--- src/logic/core_ctrl_pkg.sv ---
// Shared constants and types; 32 interrupt lines, only 3, 7, 11 and 16..31 are usable
package core_ctrl_pkg;

  //////////////////////////////////////////////////
  // Interrupt line widths
  //////////////////////////////////////////////////

  // Number of interrupt inputs
  localparam int unsigned IRQ_W    = 32;
  // Bits needed for an interrupt number
  localparam int unsigned IRQ_ID_W = 5;

  //////////////////////////////////////////////////
  // Interrupt line numbers
  //////////////////////////////////////////////////

  // Machine software interrupt
  localparam int unsigned IRQ_MSI     = 3;
  // Machine timer interrupt
  localparam int unsigned IRQ_MTI     = 7;
  // Machine external interrupt
  localparam int unsigned IRQ_MEI     = 11;
  // First fast line, fast lines run up to IRQ_W-1
  localparam int unsigned IRQ_FAST_LO = 16;

  // Lines 3, 7, 11 and 16..31 set, reserved lines cleared
  localparam logic [IRQ_W-1:0] IRQ_VALID_MASK = 32'hFFFF_0888;

  //////////////////////////////////////////////////
  // Types
  //////////////////////////////////////////////////

  // Interrupt number
  typedef logic [IRQ_ID_W-1:0] irq_id_t;

  // Core control FSM states
  typedef enum logic [1:0] {
    RESET,
    FUNCTIONAL,
    SLEEP,
    DEBUG_HALTED
  } ctrl_state_e;

endpackage

--- src/logic/core_int_controller.sv ---
// Interrupt capture; irq_i must be synchronous to clk_i, outputs lag irq_i by one edge
`timescale 1ns/10ps

module core_int_controller import core_ctrl_pkg::*; (
  // Clock and reset
  input  logic             clk_i,
  input  logic             arst_n_i,

  // Raw interrupt lines
  input  logic [IRQ_W-1:0] irq_i,

  // Enable mask and global enable from outside
  input  logic [IRQ_W-1:0] mie_i,
  input  logic             mstatus_mie_i,

  // Towards the controller FSM
  output logic             irq_req_o,
  output irq_id_t          irq_id_o,
  output logic             irq_wu_o
);

  // Registered copy of the valid lines
  logic [IRQ_W-1:0] mip_q;
  // Lines both pending and enabled
  logic [IRQ_W-1:0] irq_pending;
  // Winning line number
  irq_id_t          irq_id_sel;

  //////////////////////////////////////////////////
  // Line capture
  //////////////////////////////////////////////////

  // Reserved lines never reach mip
  always_ff @(posedge clk_i or negedge arst_n_i) begin
    if (!arst_n_i) begin
      mip_q <= '0;
    end else begin
      mip_q <= irq_i & IRQ_VALID_MASK;
    end
  end

  // Per-line enable
  assign irq_pending = mip_q & mie_i;

  //////////////////////////////////////////////////
  // Request and wakeup
  //////////////////////////////////////////////////

  // Wakeup ignores the global enable
  assign irq_wu_o  = |irq_pending;

  // Request only with global enable set
  assign irq_req_o = irq_wu_o & mstatus_mie_i;

  //////////////////////////////////////////////////
  // Fixed-priority encoder
  //////////////////////////////////////////////////

  // Later assignments override earlier ones
  // so the list runs from lowest to highest priority
  always_comb begin
    irq_id_sel = '0;

    // Timer is the lowest of the standard lines
    if (irq_pending[IRQ_MTI]) begin
      irq_id_sel = irq_id_t'(IRQ_MTI);
    end

    // Software beats timer
    if (irq_pending[IRQ_MSI]) begin
      irq_id_sel = irq_id_t'(IRQ_MSI);
    end

    // External beats software
    if (irq_pending[IRQ_MEI]) begin
      irq_id_sel = irq_id_t'(IRQ_MEI);
    end

    // Fast lines beat all standard lines
    // higher number wins
    for (int unsigned i = IRQ_FAST_LO; i < IRQ_W; i++) begin
      if (irq_pending[i]) begin
        irq_id_sel = irq_id_t'(i);
      end
    end
  end

  assign irq_id_o = irq_id_sel;

endmodule

--- src/logic/core_sleep_unit.sv ---
// Sleep tracking; fetch enable is sticky until reset, busy_i may hold off sleep forever
`timescale 1ns/10ps

module core_sleep_unit (
  // Clock and reset
  input  logic clk_i,
  input  logic arst_n_i,

  // Core control inputs
  input  logic fetch_enable_i,
  input  logic wfi_i,
  input  logic busy_i,

  // Clear from the controller FSM
  input  logic wfi_clear_i,

  // Status towards the controller FSM
  output logic fetch_enable_o,
  output logic sleep_ready_o
);

  // Fetch enable seen at least once
  logic fetch_enable_q;
  // WFI executed and not yet consumed
  logic wfi_pending_q;

  //////////////////////////////////////////////////
  // Sticky fetch enable
  //////////////////////////////////////////////////

  always_ff @(posedge clk_i or negedge arst_n_i) begin
    if (!arst_n_i) begin
      fetch_enable_q <= 1'b0;
    end else if (fetch_enable_i) begin
      fetch_enable_q <= 1'b1;
    end
  end

  assign fetch_enable_o = fetch_enable_q;

  //////////////////////////////////////////////////
  // WFI tracking
  //////////////////////////////////////////////////

  // New WFI takes priority over a clear in the same cycle
  always_ff @(posedge clk_i or negedge arst_n_i) begin
    if (!arst_n_i) begin
      wfi_pending_q <= 1'b0;
    end else if (wfi_i) begin
      wfi_pending_q <= 1'b1;
    end else if (wfi_clear_i) begin
      wfi_pending_q <= 1'b0;
    end
  end

  // Ready only once pipeline and memory are idle
  assign sleep_ready_o = wfi_pending_q & ~busy_i;

endmodule

--- src/logic/core_controller.sv ---
// Core control FSM; debug_req_i is a level, dret_i a one-cycle pulse, outputs are registered
`timescale 1ns/10ps

module core_controller import core_ctrl_pkg::*; (
  // Clock and reset
  input  logic    clk_i,
  input  logic    arst_n_i,

  // From the sleep unit
  input  logic    fetch_enable_i,
  input  logic    sleep_ready_i,

  // From the interrupt controller
  input  logic    irq_req_i,
  input  irq_id_t irq_id_i,
  input  logic    irq_wu_i,

  // Debug requests
  input  logic    debug_req_i,
  input  logic    dret_i,

  // To the sleep unit
  output logic    wfi_clear_o,

  // Interrupt acknowledge
  output logic    irq_ack_o,
  output irq_id_t irq_id_o,

  // Core status
  output logic    debug_havereset_o,
  output logic    debug_running_o,
  output logic    debug_halted_o,
  output logic    core_sleep_o
);

  ctrl_state_e state_q;
  ctrl_state_e state_d;

  // Acknowledge given, request not yet dropped
  logic    ack_pending_q;
  // Acknowledge taken this cycle
  logic    ack_take;

  // Output flops
  logic    irq_ack_q;
  irq_id_t irq_id_q;
  logic    havereset_q;
  logic    running_q;
  logic    halted_q;
  logic    sleep_q;

  //////////////////////////////////////////////////
  // Next state
  //////////////////////////////////////////////////

  always_comb begin
    state_d     = state_q;
    ack_take    = 1'b0;
    wfi_clear_o = 1'b0;

    case (state_q)
      // Wait for fetch enable
      RESET: begin
        if (fetch_enable_i) begin
          state_d = FUNCTIONAL;
        end
      end

      // Debug, then interrupt, then sleep
      FUNCTIONAL: begin
        if (debug_req_i) begin
          state_d = DEBUG_HALTED;
        end else if (irq_req_i && !ack_pending_q) begin
          ack_take = 1'b1;
        end else if (sleep_ready_i) begin
          // WFI is consumed either way
          wfi_clear_o = 1'b1;
          // Pending line means no sleep at all
          if (!irq_wu_i) begin
            state_d = SLEEP;
          end
        end
      end

      // Wake on enabled line or debug
      SLEEP: begin
        if (irq_wu_i || debug_req_i) begin
          state_d = FUNCTIONAL;
        end
      end

      // Only dret leaves debug
      DEBUG_HALTED: begin
        if (dret_i) begin
          state_d = FUNCTIONAL;
        end
      end

      default: begin
        state_d = RESET;
      end
    endcase
  end

  //////////////////////////////////////////////////
  // State and flags
  //////////////////////////////////////////////////

  always_ff @(posedge clk_i or negedge arst_n_i) begin
    if (!arst_n_i) begin
      state_q       <= RESET;
      ack_pending_q <= 1'b0;
    end else begin
      state_q       <= state_d;
      // Held while the request stays, in every state
      ack_pending_q <= irq_req_i & (ack_pending_q | ack_take);
    end
  end

  //////////////////////////////////////////////////
  // Registered outputs
  //////////////////////////////////////////////////

  always_ff @(posedge clk_i or negedge arst_n_i) begin
    if (!arst_n_i) begin
      irq_ack_q   <= 1'b0;
      irq_id_q    <= '0;
      havereset_q <= 1'b1;
      running_q   <= 1'b0;
      halted_q    <= 1'b0;
      sleep_q     <= 1'b0;
    end else begin
      // One-cycle acknowledge
      irq_ack_q   <= ack_take;
      // Number holds until the next acknowledge
      if (ack_take) begin
        irq_id_q <= irq_id_i;
      end
      // Drops on leaving RESET, never rises again
      havereset_q <= havereset_q & (state_d == RESET);
      running_q   <= (state_d == FUNCTIONAL) || (state_d == SLEEP);
      halted_q    <= (state_d == DEBUG_HALTED);
      sleep_q     <= (state_d == SLEEP);
    end
  end

  assign irq_ack_o         = irq_ack_q;
  assign irq_id_o          = irq_id_q;
  assign debug_havereset_o = havereset_q;
  assign debug_running_o   = running_q;
  assign debug_halted_o    = halted_q;
  assign core_sleep_o      = sleep_q;

endmodule

--- src/logic/core_ctrl_top.sv ---
// Core control top; mie_i and mstatus_mie_i come from an external CSR file, one clock domain
`timescale 1ns/10ps

module core_ctrl_top import core_ctrl_pkg::*; (
  // Clock and reset
  input  logic             clk_i,
  input  logic             arst_n_i,

  // Core control
  input  logic             fetch_enable_i,
  input  logic             wfi_i,
  input  logic             busy_i,

  // Interrupts
  input  logic [IRQ_W-1:0] irq_i,
  input  logic [IRQ_W-1:0] mie_i,
  input  logic             mstatus_mie_i,
  output logic             irq_ack_o,
  output irq_id_t          irq_id_o,

  // Debug
  input  logic             debug_req_i,
  input  logic             dret_i,
  output logic             debug_havereset_o,
  output logic             debug_running_o,
  output logic             debug_halted_o,

  // Sleep status
  output logic             core_sleep_o
);

  // Interrupt controller to FSM
  logic    irq_req;
  irq_id_t irq_id;
  logic    irq_wu;

  // Sleep unit to FSM and back
  logic    fetch_enable;
  logic    sleep_ready;
  logic    wfi_clear;

  //////////////////////////////////////////////////
  // Interrupt controller
  //////////////////////////////////////////////////

  core_int_controller i_int_controller (
    .clk_i         ( clk_i         ),
    .arst_n_i      ( arst_n_i      ),
    .irq_i         ( irq_i         ),
    .mie_i         ( mie_i         ),
    .mstatus_mie_i ( mstatus_mie_i ),
    .irq_req_o     ( irq_req       ),
    .irq_id_o      ( irq_id        ),
    .irq_wu_o      ( irq_wu        )
  );

  //////////////////////////////////////////////////
  // Sleep unit
  //////////////////////////////////////////////////

  core_sleep_unit i_sleep_unit (
    .clk_i          ( clk_i          ),
    .arst_n_i       ( arst_n_i       ),
    .fetch_enable_i ( fetch_enable_i ),
    .wfi_i          ( wfi_i          ),
    .busy_i         ( busy_i         ),
    .wfi_clear_i    ( wfi_clear      ),
    .fetch_enable_o ( fetch_enable   ),
    .sleep_ready_o  ( sleep_ready    )
  );

  //////////////////////////////////////////////////
  // Controller FSM
  //////////////////////////////////////////////////

  core_controller i_controller (
    .clk_i             ( clk_i             ),
    .arst_n_i          ( arst_n_i          ),
    .fetch_enable_i    ( fetch_enable      ),
    .sleep_ready_i     ( sleep_ready       ),
    .irq_req_i         ( irq_req           ),
    .irq_id_i          ( irq_id            ),
    .irq_wu_i          ( irq_wu            ),
    .debug_req_i       ( debug_req_i       ),
    .dret_i            ( dret_i            ),
    .wfi_clear_o       ( wfi_clear         ),
    .irq_ack_o         ( irq_ack_o         ),
    .irq_id_o          ( irq_id_o          ),
    .debug_havereset_o ( debug_havereset_o ),
    .debug_running_o   ( debug_running_o   ),
    .debug_halted_o    ( debug_halted_o    ),
    .core_sleep_o      ( core_sleep_o      )
  );

endmodule

--- config.mk ---
export PLATFORM = sky130hd
export DESIGN_NAME = core_ctrl_top
export DESIGN_NICKNAME = d
export VERILOG_FILES = /design/src/logic/core_ctrl_pkg.sv /design/src/logic/core_int_controller.sv /design/src/logic/core_sleep_unit.sv /design/src/logic/core_controller.sv /design/src/logic/core_ctrl_top.sv
export SDC_FILE = /design/constraint.sdc
export NUM_CORES = 1
export LEC_CHECK = 0
export ABC_AREA = 1
export BUFFER_PORTS_ARGS = -buffer_cell sky130_fd_sc_hd__buf_2
export CORE_UTILIZATION = 46
export CTS_CLUSTER_SIZE = 8
export DETAILED_ROUTE_END_ITERATION = 7
export GPL_TIMING_DRIVEN = 0
export HOLD_SLACK_MARGIN = 0.1
export PLACE_DENSITY = 0.88
export SYNTH_ARGS = -nofsm -noshare
export SYNTH_HDL_FRONTEND = slang
export SYNTH_SLANG_ARGS = --single-unit
--- constraint.sdc ---
create_clock -name clk_i -period 3.5 [get_ports clk_i]
set_input_delay 0.35 -clock clk_i [delete_from_list [all_inputs] [get_ports clk_i]]
set_output_delay 0.35 -clock clk_i [all_outputs]
set_load 0.01 [all_outputs]
Word level (Yosys, flattened, before mapping)
Index checks and enable logic that the tools add are counted.
{"block": "word_totals", "mem_count": 0, "in_bits": 72, "ram_bits": 0, "out_inout_bits": 10, "reg_bits": 34, "rom_bits": 0, "latchBits": 0}
{"block": "classes", "shift": 0, "add_sub_neg": 0, "mul": 0, "n_eq_ne": 6, "n_reduce_logical": 8, "div_mod_pow": 0, "n_lt_le_gt_ge": 0, "muxes": 36, "n_bitwise": 7}
{"op": "2-to-1 mux 5 bit", "count": 18}
{"op": "AND 32 bit", "count": 1}
{"op": "OR reduction 32 bit", "count": 1}
{"op": "2-to-1 mux 2 bit", "count": 7}
{"op": "2-to-1 mux 1 bit", "count": 9}
{"op": "== test 2 bit (second input constant)", "count": 4}
{"op": "one-hot mux 2 bit (4 select lines)", "count": 1}
{"op": "AND 1 bit", "count": 4}
{"op": "== test 2 x 1 -> 1 bit (second input constant)", "count": 2}
{"op": "zero test 2 bit", "count": 2}
{"op": "2-to-1 mux 3 bit", "count": 1}
{"op": "logical OR 1 bit", "count": 2}
{"op": "nonzero test 2 bit", "count": 1}
{"op": "logical AND 1 bit", "count": 1}
{"op": "zero test 1 bit", "count": 1}
{"op": "NOT 1 bit", "count": 1}
{"op": "OR 1 bit", "count": 1}

Logic depth before layout (Yosys ltp)
Gate-level depths: netlist of run 1.
{"block": "logic_depth", "ltp_word": 20, "mapped_depth": 18}

By module
From an unflattened synthesis of run 1, not the netlist that was laid out.
{"block": "hier_totals", "cells_unflattened": 167, "area_unflattened_um2": 1515.2}
{"mod": "core_int_controller", "area_each_um2": 839.6, "instances": 1, "cells_each": 92}
{"mod": "core_controller", "area_each_um2": 596.8, "instances": 1, "cells_each": 66}
{"mod": "core_sleep_unit", "area_each_um2": 78.8, "instances": 1, "cells_each": 9}

Worst setup path before layout of run 1
OpenSTA, ideal clock, no wires.
{"block": "synth_timing", "kind": "register to register", "from": "reg i_int_controller.mip_q[18]", "to": "reg i_controller.running_q (netlist: i_controller.debug_running_o)", "n_path_buf": 0, "required_time_ns": 3.437, "path_slack_ns": 1.711, "setup_time_ns": 0.063, "arrival_time_ns": 1.726, "stages_incl_launch_ff": 14, "path_cell_list": "dfrtp_1 > nand2_1 > nand2_1 > inv_2 > nand3_4 > nor3_4 > nand2_2 > nor2_4 > inv_2 > nand3_2 > nand4_1 > a211oi_2 > ha_1 > inv_1"}
{"block": "synth_between", "elab_chain_cells": 9}
{"item": "from (decl)", "line_no": "core_int_controller.sv:23", "text": "logic [IRQ_W-1:0] mip_q;"}
{"item": "from (signal assigned)", "line_no": "core_int_controller.sv:38", "text": "mip_q <= irq_i & IRQ_VALID_MASK;"}
{"item": "AND 32 bit (*)", "line_no": "core_int_controller.sv:43", "text": "assign irq_pending = mip_q & mie_i;"}
{"item": "OR reduction 32 bit (*)", "line_no": "core_int_controller.sv:50", "text": "assign irq_wu_o = |irq_pending;"}
{"item": "2-to-1 mux 2 bit or AND 1 bit (tied branches)", "line_no": "core_controller.sv:79, core_int_controller.sv:53"}
{"item": "2-to-1 mux 2 bit or logical AND 1 bit (tied branches)", "line_no": "core_controller.sv:75, core_controller.sv:73"}
{"item": "2-to-1 mux 2 bit", "line_no": "core_controller.sv:73", "text": "end else if (irq_req_i && !ack_pending_q) begin"}
{"item": "2-to-1 mux 2 bit", "line_no": "core_controller.sv:71", "text": "if (debug_req_i) begin"}
{"item": "one-hot mux 2 bit (4 select lines) (*)", "line_no": "core_controller.sv:61", "text": "case (state_q)"}
{"item": "== test 2 x 1 -> 1 bit or == test 2 bit (tied branches)", "line_no": "core_controller.sv:141", "text": "running_q <= (state_d == FUNCTIONAL) || (state_d == SLEEP);"}
{"item": "logical OR 1 bit (*)", "line_no": "core_controller.sv:141"}
{"item": "to (signal assigned)", "line_no": "core_controller.sv:141"}
{"item": "to (decl)", "line_no": "core_controller.sv:48", "text": "logic running_q;"}
Mark *: on every way between the ends. The rest lies on a longest branch, timed or not.
A chain may end at the register's enable or synchronous reset.

Final worst setup path of run 1
{"block": "layout_timing", "from": "reg i_int_controller.mip_q[24]", "to": "reg i_controller.running_q (netlist: i_controller.debug_running_o)"}
The elaborated chain is that of the path after synthesis.

==> metrics.csv, run 1 <==
metric,value,unit
status,finished with violations,
failed_checks,design-rule violations,
viasPerCell,4.742,
period_minus_slack,2.037,ns
fin_skew,0.005453,ns
ys_ff_latch,34,
wire_per_inst,11.69,um
synth_area_leaders,"dfrtp_1 (59%), nand2_1 (14%), inv_1 (3.2%), ha_1 (2.7%), nor2_1 (2.4%)",
synth_edf_count,0,
clk_latency,0.34,ns
coreArea,2805,um2
dominantRegCellSynth,dfrtp_1,
fin_area,1959,um2
placed_cells,229,
synth_top_area_share,59.19,%
start_kind,flop,
layout.nets,299,
leakagePower,1.055,nW
max-cap-violations,0,
hold_viol_final,0,
end_kind,flop,
power_frac_seq,51.4,%
ir_worst_vdd,0.0002932,V
start_util,49.73,%
ys_seq_area_share,61.08,%
synthAdderAreaFrac,2.691,%
muxShareOfSynthArea,0,%
die_w,57.07,um
port_buffers,55,
synth_compound_area_share,7.085,%
swShare,29.87,%
die_h,57.07,um
grtUsageTotal,18.45,%
synth_commonest_cells,"nand2_1 (52), dfrtp_1 (33), inv_1 (12), nor2_1 (9), nand3_1 (6)",
synth_warnings,0,
area_delta_synth_final,40.45,%
post-route-util,69.85,%
ctsResizeCount,0,
antenna_left,0,
cts_root_buf,clkbuf_4,
rsz0062_at_grt,no,
ys_types,27,
syn_nets,218,
antenna_found_initial,0,
crit_type,reg -> reg,
async_flop_share,100.0,%
crit_path_max_fanout,5,
power_density,479.4,nW/um2
path_cells,nand2_1 > nand2_1 > nor2_1 > nand2_1 > inv_1 > nand2_2 > nor2_4 > inv_2 > nand3_2 > nand4_1 > a211oi_2 > ha_1 > inv_1,
power.internal,0.6588,mW
instances_no_fill,256,
arrival,2.32,ns
grt_max_degree,35,
hold_class,in -> reg,
placed_cell_area,1709,um2
fp.dieArea,3257,um2
finalWorstSetupSlack,1.463,ns
synth_cells,143,
pwr-share-comb,25.0,%
vias,1214,
critPathBufInv,3,
cpPeakStageDelay,0.38,ns
rows,19,
p_sw,0.2806,mW
required,3.79,ns
cts.path.max_buffers,2,
grt_first_pass_wirelength,4402,um
firstDrtPassIters,6,
cts_tree,done,
syn_area,1395,um2
cts.sinks,34,
min_period_over_period,58.21,%
synth-simple-area-share,25.11,%
drc,11,
tns,0,ns
cts_max_level,2,
setup_viol,0,
synth_most_common_cell,nand2_1,
drt_iter0_drc,35,
synth_top_family_by_area,simple AND/OR/NAND/NOR gates,
grt-ovfl-total,0,
gp_congestion,0.6929,
avgSynthCellArea,9.756,um2
max_freq,490.8,MHz
slew_headroom,51.92,%
crit_top_cell,nand2_1,
hpwlAfterDp,1972,um
path_clk_slew,0.10,ns
yosysTopAreaCell,dfrtp_1,
postCtsSetupBuffers,0,
cts_made_buffers,5,
cpLargestDelayFamily,simple AND/OR/NAND/NOR gates,
tightestPinTransition,0.7212,ns
synth-xor-area-share,0,%
grt_pass1_vias,1062,
drt_wl_total,2993,um
drive_gt1_share,32.89,%
ios,82,
drv_slew,0,
cpMaxStageDelayCell,dfrtp_1,
place_ws,1.407,ns
diodes,0,
pwr-share-clk,23.6,%
through the flow:
stage               hold WS, ns  power, mW
detailed placement       0.4415     0.7098
finish                   0.1301     0.9394
global route             0.1057      1.007
global placement         0.4356     0.7001
floorplan               0.05441     0.6139
CTS                      0.1003     0.9365
cell families (layout without fill, tap and decap cells):
group	count (synthesis)	in the layout
flops	34	34
simple gates	77	77
fa+ha+maj	3	3
buf+inv	15	97
compound gates	14	14
worst reg2reg max path: stages (launching register included):
cell and delay, ns:
dfrtp_1 0.38, nand2_1 0.10, nand2_1 0.08, nor2_1 0.15, nand2_1 0.07, inv_1 0.08
nand2_2 0.07, nor2_4 0.14, inv_2 0.05, nand3_2 0.08, nand4_1 0.11, a211oi_2 0.33
ha_1 0.30, inv_1 0.05
placed cells by master, fill, tap and decap left out, drive strengths merged, types with 2 or more instances in the layout:
master       netlist  routed
nand3              8       8
o21a               2       2
ha                 3       3
o21bai             2       2
clkbuf             0       7
buf                0      55
or2                2       2
dfrtp             33      33
nand2             53      53
nor2              11      11
a21oi              4       4
inv               15      15
nor3               2       2
a211oi             2       2
dlygate4sd3        0      19
final timing paths:
path	depth (start not counted)	start	end	slack (ns)
worst max register to register	13	i_int_controller.mip_q[24]	i_controller.debug_running_o	1.46
worst max-delay path	13	i_int_controller.mip_q[24]	i_controller.debug_running_o	1.46
min in group asynchronous	2	arst_n_i	i_controller.debug_running_o	0.61
max in group asynchronous	2	arst_n_i	i_controller.irq_id_o[0]	2.43
worst min register to register	2	i_controller.debug_havereset_o	i_controller.debug_havereset_o	0.46
worst min-delay path	1	irq_i[24]	i_int_controller.mip_q[24]	0.13
layer usage:
layer  GRT usage [%]  routed length [um]  up-vias
met5               0                   0        -
met4           7.317                  89        0
met3           7.937                 178       10
met2           30.42                1549       37
met1           21.31                1176      552
li1                -                   -      615
sequential cells by signal (all words and copies together), names as in the netlist:
register / flops
i_int_controller.mip_q: 19
i_sleep_unit.fetch_enable_o: 1
i_controller.irq_id_o: 5
i_controller.debug_halted_o: 1
i_controller.core_sleep_o: 1
i_controller.state_q: 2
i_controller.debug_running_o: 1
i_controller.irq_ack_o: 1
i_sleep_unit.wfi_pending_q: 1
i_controller.debug_havereset_o: 1
i_controller.ack_pending_q: 1
layout make-up:
class | count | area [um2]
well taps | 31 | 38.79
multi-input cells | 94 | 486.7
inverters | 15 | 56.30
repair buffers | 74 | 465.4
clock inverters | 1 | 5.005
clock buffers | 7 | 55.05
fillers | 221 | 845.8
flip-flops and latches | 34 | 852.1
what timing repair did:
action	4_1_cts	5_1_grt
hold buffers	4	15
setup endpoints to repair	0	0
hold endpoints to repair	36	15
power groups by stage:
stage | combinational (mW) | clock, mW | sequential (mW)
after global placement | 0.212 | 0 | 0.488
final | 0.235 | 0.222 | 0.482
after detailed placement | 0.221 | 0 | 0.489
after global routing | 0.267 | 0.251 | 0.489
after floorplan | 0.107 | 0 | 0.507
after CTS | 0.224 | 0.231 | 0.482
(Power assumes the default switching activity.)
==> run 2, diff against run 1 <==
CORE_UTILIZATION = 38   (was 46)
PLACE_DENSITY = 0.78   (was 0.88)
clock period = 1.8 ns   (was 3.5 ns; I/O delays follow)
==> metrics.csv, run 2 (same netlist as run 1, synthesis figures left out) <==
metric,value,unit
reg2reg_slack,-0.22,ns
arrival,2.25,ns
start_util,40.84,%
antenna_left,0,
r2r-end,i_controller.debug_halted_o,
cpMaxStageDelayCell,dfrtp_1,
cpPeakStageDelay,0.38,ns
hold_class,in -> reg,
layout.nets,314,
required,2.02,ns
firstDrtPassIters,4,
coreArea,3416,um2
grt_first_pass_wirelength,5299,um
max-cap-violations,0,
diodes,0,
slew_headroom,51.95,%
start_kind,flop,
crit_type,reg -> reg,
path_clk_slew,0.09,ns
hold_end,i_controller.irq_id_o[0],
clk_latency,0.32,ns
worstSetupPathDepth,14,
cts_tree,done,
grt_max_degree,35,
tns,-1.072,ns
finalPower,1.853,mW
hpwlAfterDp,1950,um
cts.sinks,34,
leakagePower,1.120,nW
fin_area,2142,um2
cts_max_level,2,
antenna_found_initial,0,
min_period_over_period,112.5,%
cts.path.max_buffers,2,
drc,0,
rows,21,
wire_per_inst,11.14,um
gp_congestion,0.6877,
drt_wl_total,3163,um
crit_path_max_fanout,5,
tightestPinTransition,0.7207,ns
cts_made_buffers,5,
area_delta_synth_final,53.54,%
hold_viol_final,0,
drv_slew,0,
die_w,62.59,um
fin_skew,0.004840,ns
vias,1259,
power_density,864.9,nW/um2
setup_viol,6,
grt-ovfl-total,0,
fin_hold_ws,0.1538,ns
max_freq,494.0,MHz
drt_iter0_drc,28,
reg2reg_depth,14,
cts_root_buf,clkbuf_4,
critPathBufInv,4,
viasPerCell,4.433,
ir_worst_vdd,0.0004981,V
grtUsageTotal,17.68,%
grt_pass1_vias,1340,
min_path_cells,4,
finalWorstSetupSlack,-0.2243,ns
drive_gt1_share,40.34,%
fp.dieArea,3918,um2
port_buffers,55,
die_h,62.59,um
largest_register,i_int_controller.mip_q,
ios,82,
n_fill_cell,305,
status,finished with violations,
rsz0062_at_grt,yes,
failed_checks,negative setup slack,
place_ws,-0.1878,ns
placed_cell_area,1728,um2
end_kind,flop,
min-delay-start,mie_i[30],
r2r_start,i_int_controller.mip_q[18],
cpLargestDelayFamily,simple AND/OR/NAND/NOR gates,
layout_commonest_cell,buf_2,
path_cells,nand2_2 > nand2_2 > inv_2 > nand3_4 > nor3_4 > nand2_2 > nor2_4 > inv_2 > nand3_4 > nand4_1 > a211oi_2 > buf_4 > inv_2 > ha_4,
final_cell_mix,"buf_2 (55), nand2_1 (46), dfrtp_1 (33)",
period_minus_slack,2.024,ns
largest_reg_flops,19,
-- run 2: timing repair --
action                                 CTS  global route
endpoints found under the hold margin   55             0
hold buffers                            23             0
pin swaps                                0             7
setup endpoints to repair                5             8
resized for setup                        3            12
setup buffers                            9             3
-- run 2: metal layers --
metal	track usage, %	part of all wire, %
met3	6.204	6.0
met1	18.12	40
met2	32.74	53
met5	0	0
met4	6.395	1.6
-- run 2: worst register-to-register path, cell delays in order (launching register included) --
cell and delay, ns:
dfrtp_1 0.38, nand2_2 0.09, nand2_2 0.06, inv_2 0.07
nand3_4 0.07, nor3_4 0.15, nand2_2 0.10, nor2_4 0.15
inv_2 0.06, nand3_4 0.06, nand4_1 0.11, a211oi_2 0.26
buf_4 0.17, inv_2 0.04, ha_4 0.14
-- run 2: worst max path at each step --
stage | to | slack (ns) | from
2_1_floorplan | i_controller.debug_running_o | 0.01 | i_int_controller.mip_q[18]
3_3_place_gp | i_controller.debug_running_o | -0.16 | i_int_controller.mip_q[30]
3_5_place_dp | i_controller.debug_running_o | -0.19 | i_int_controller.mip_q[18]
4_1_cts | i_controller.debug_halted_o | -0.20 | i_int_controller.mip_q[18]
5_1_grt | i_controller.debug_havereset_o | -0.41 | i_int_controller.mip_q[18]
6_report | i_controller.debug_halted_o | -0.22 | i_int_controller.mip_q[18]
-- run 2: layout make-up --
type | count | area, um2 | share of cell area, %
tap | 46 | 57.56 | 2.687
timing repair buffer | 89 | 591.8 | 27.63
sequential | 34 | 852.1 | 39.78
inverter | 15 | 56.30 | 2.629
multi-input combinational | 94 | 533.0 | 24.88
clock buffer | 6 | 51.30 | 2.395
-- run 2: per-stage QoR --
step | utilization, % | std cells
floorplan | - | 143
global placement | 50.59 | 244
detailed placement | 50.59 | 244
CTS | 61.25 | 282
global route | 62.71 | 284
finish | 62.71 | 284
-- run 2: where the power goes --
part / internal, mW / total (mW) / switching, mW / leakage, nW
Combinational: 0.242 / 0.512 / 0.270 / 0.704
Sequential: 0.882 / 0.938 / 0.0565 / 0.386
Clock: 0.176 / 0.402 / 0.226 / 0.0302
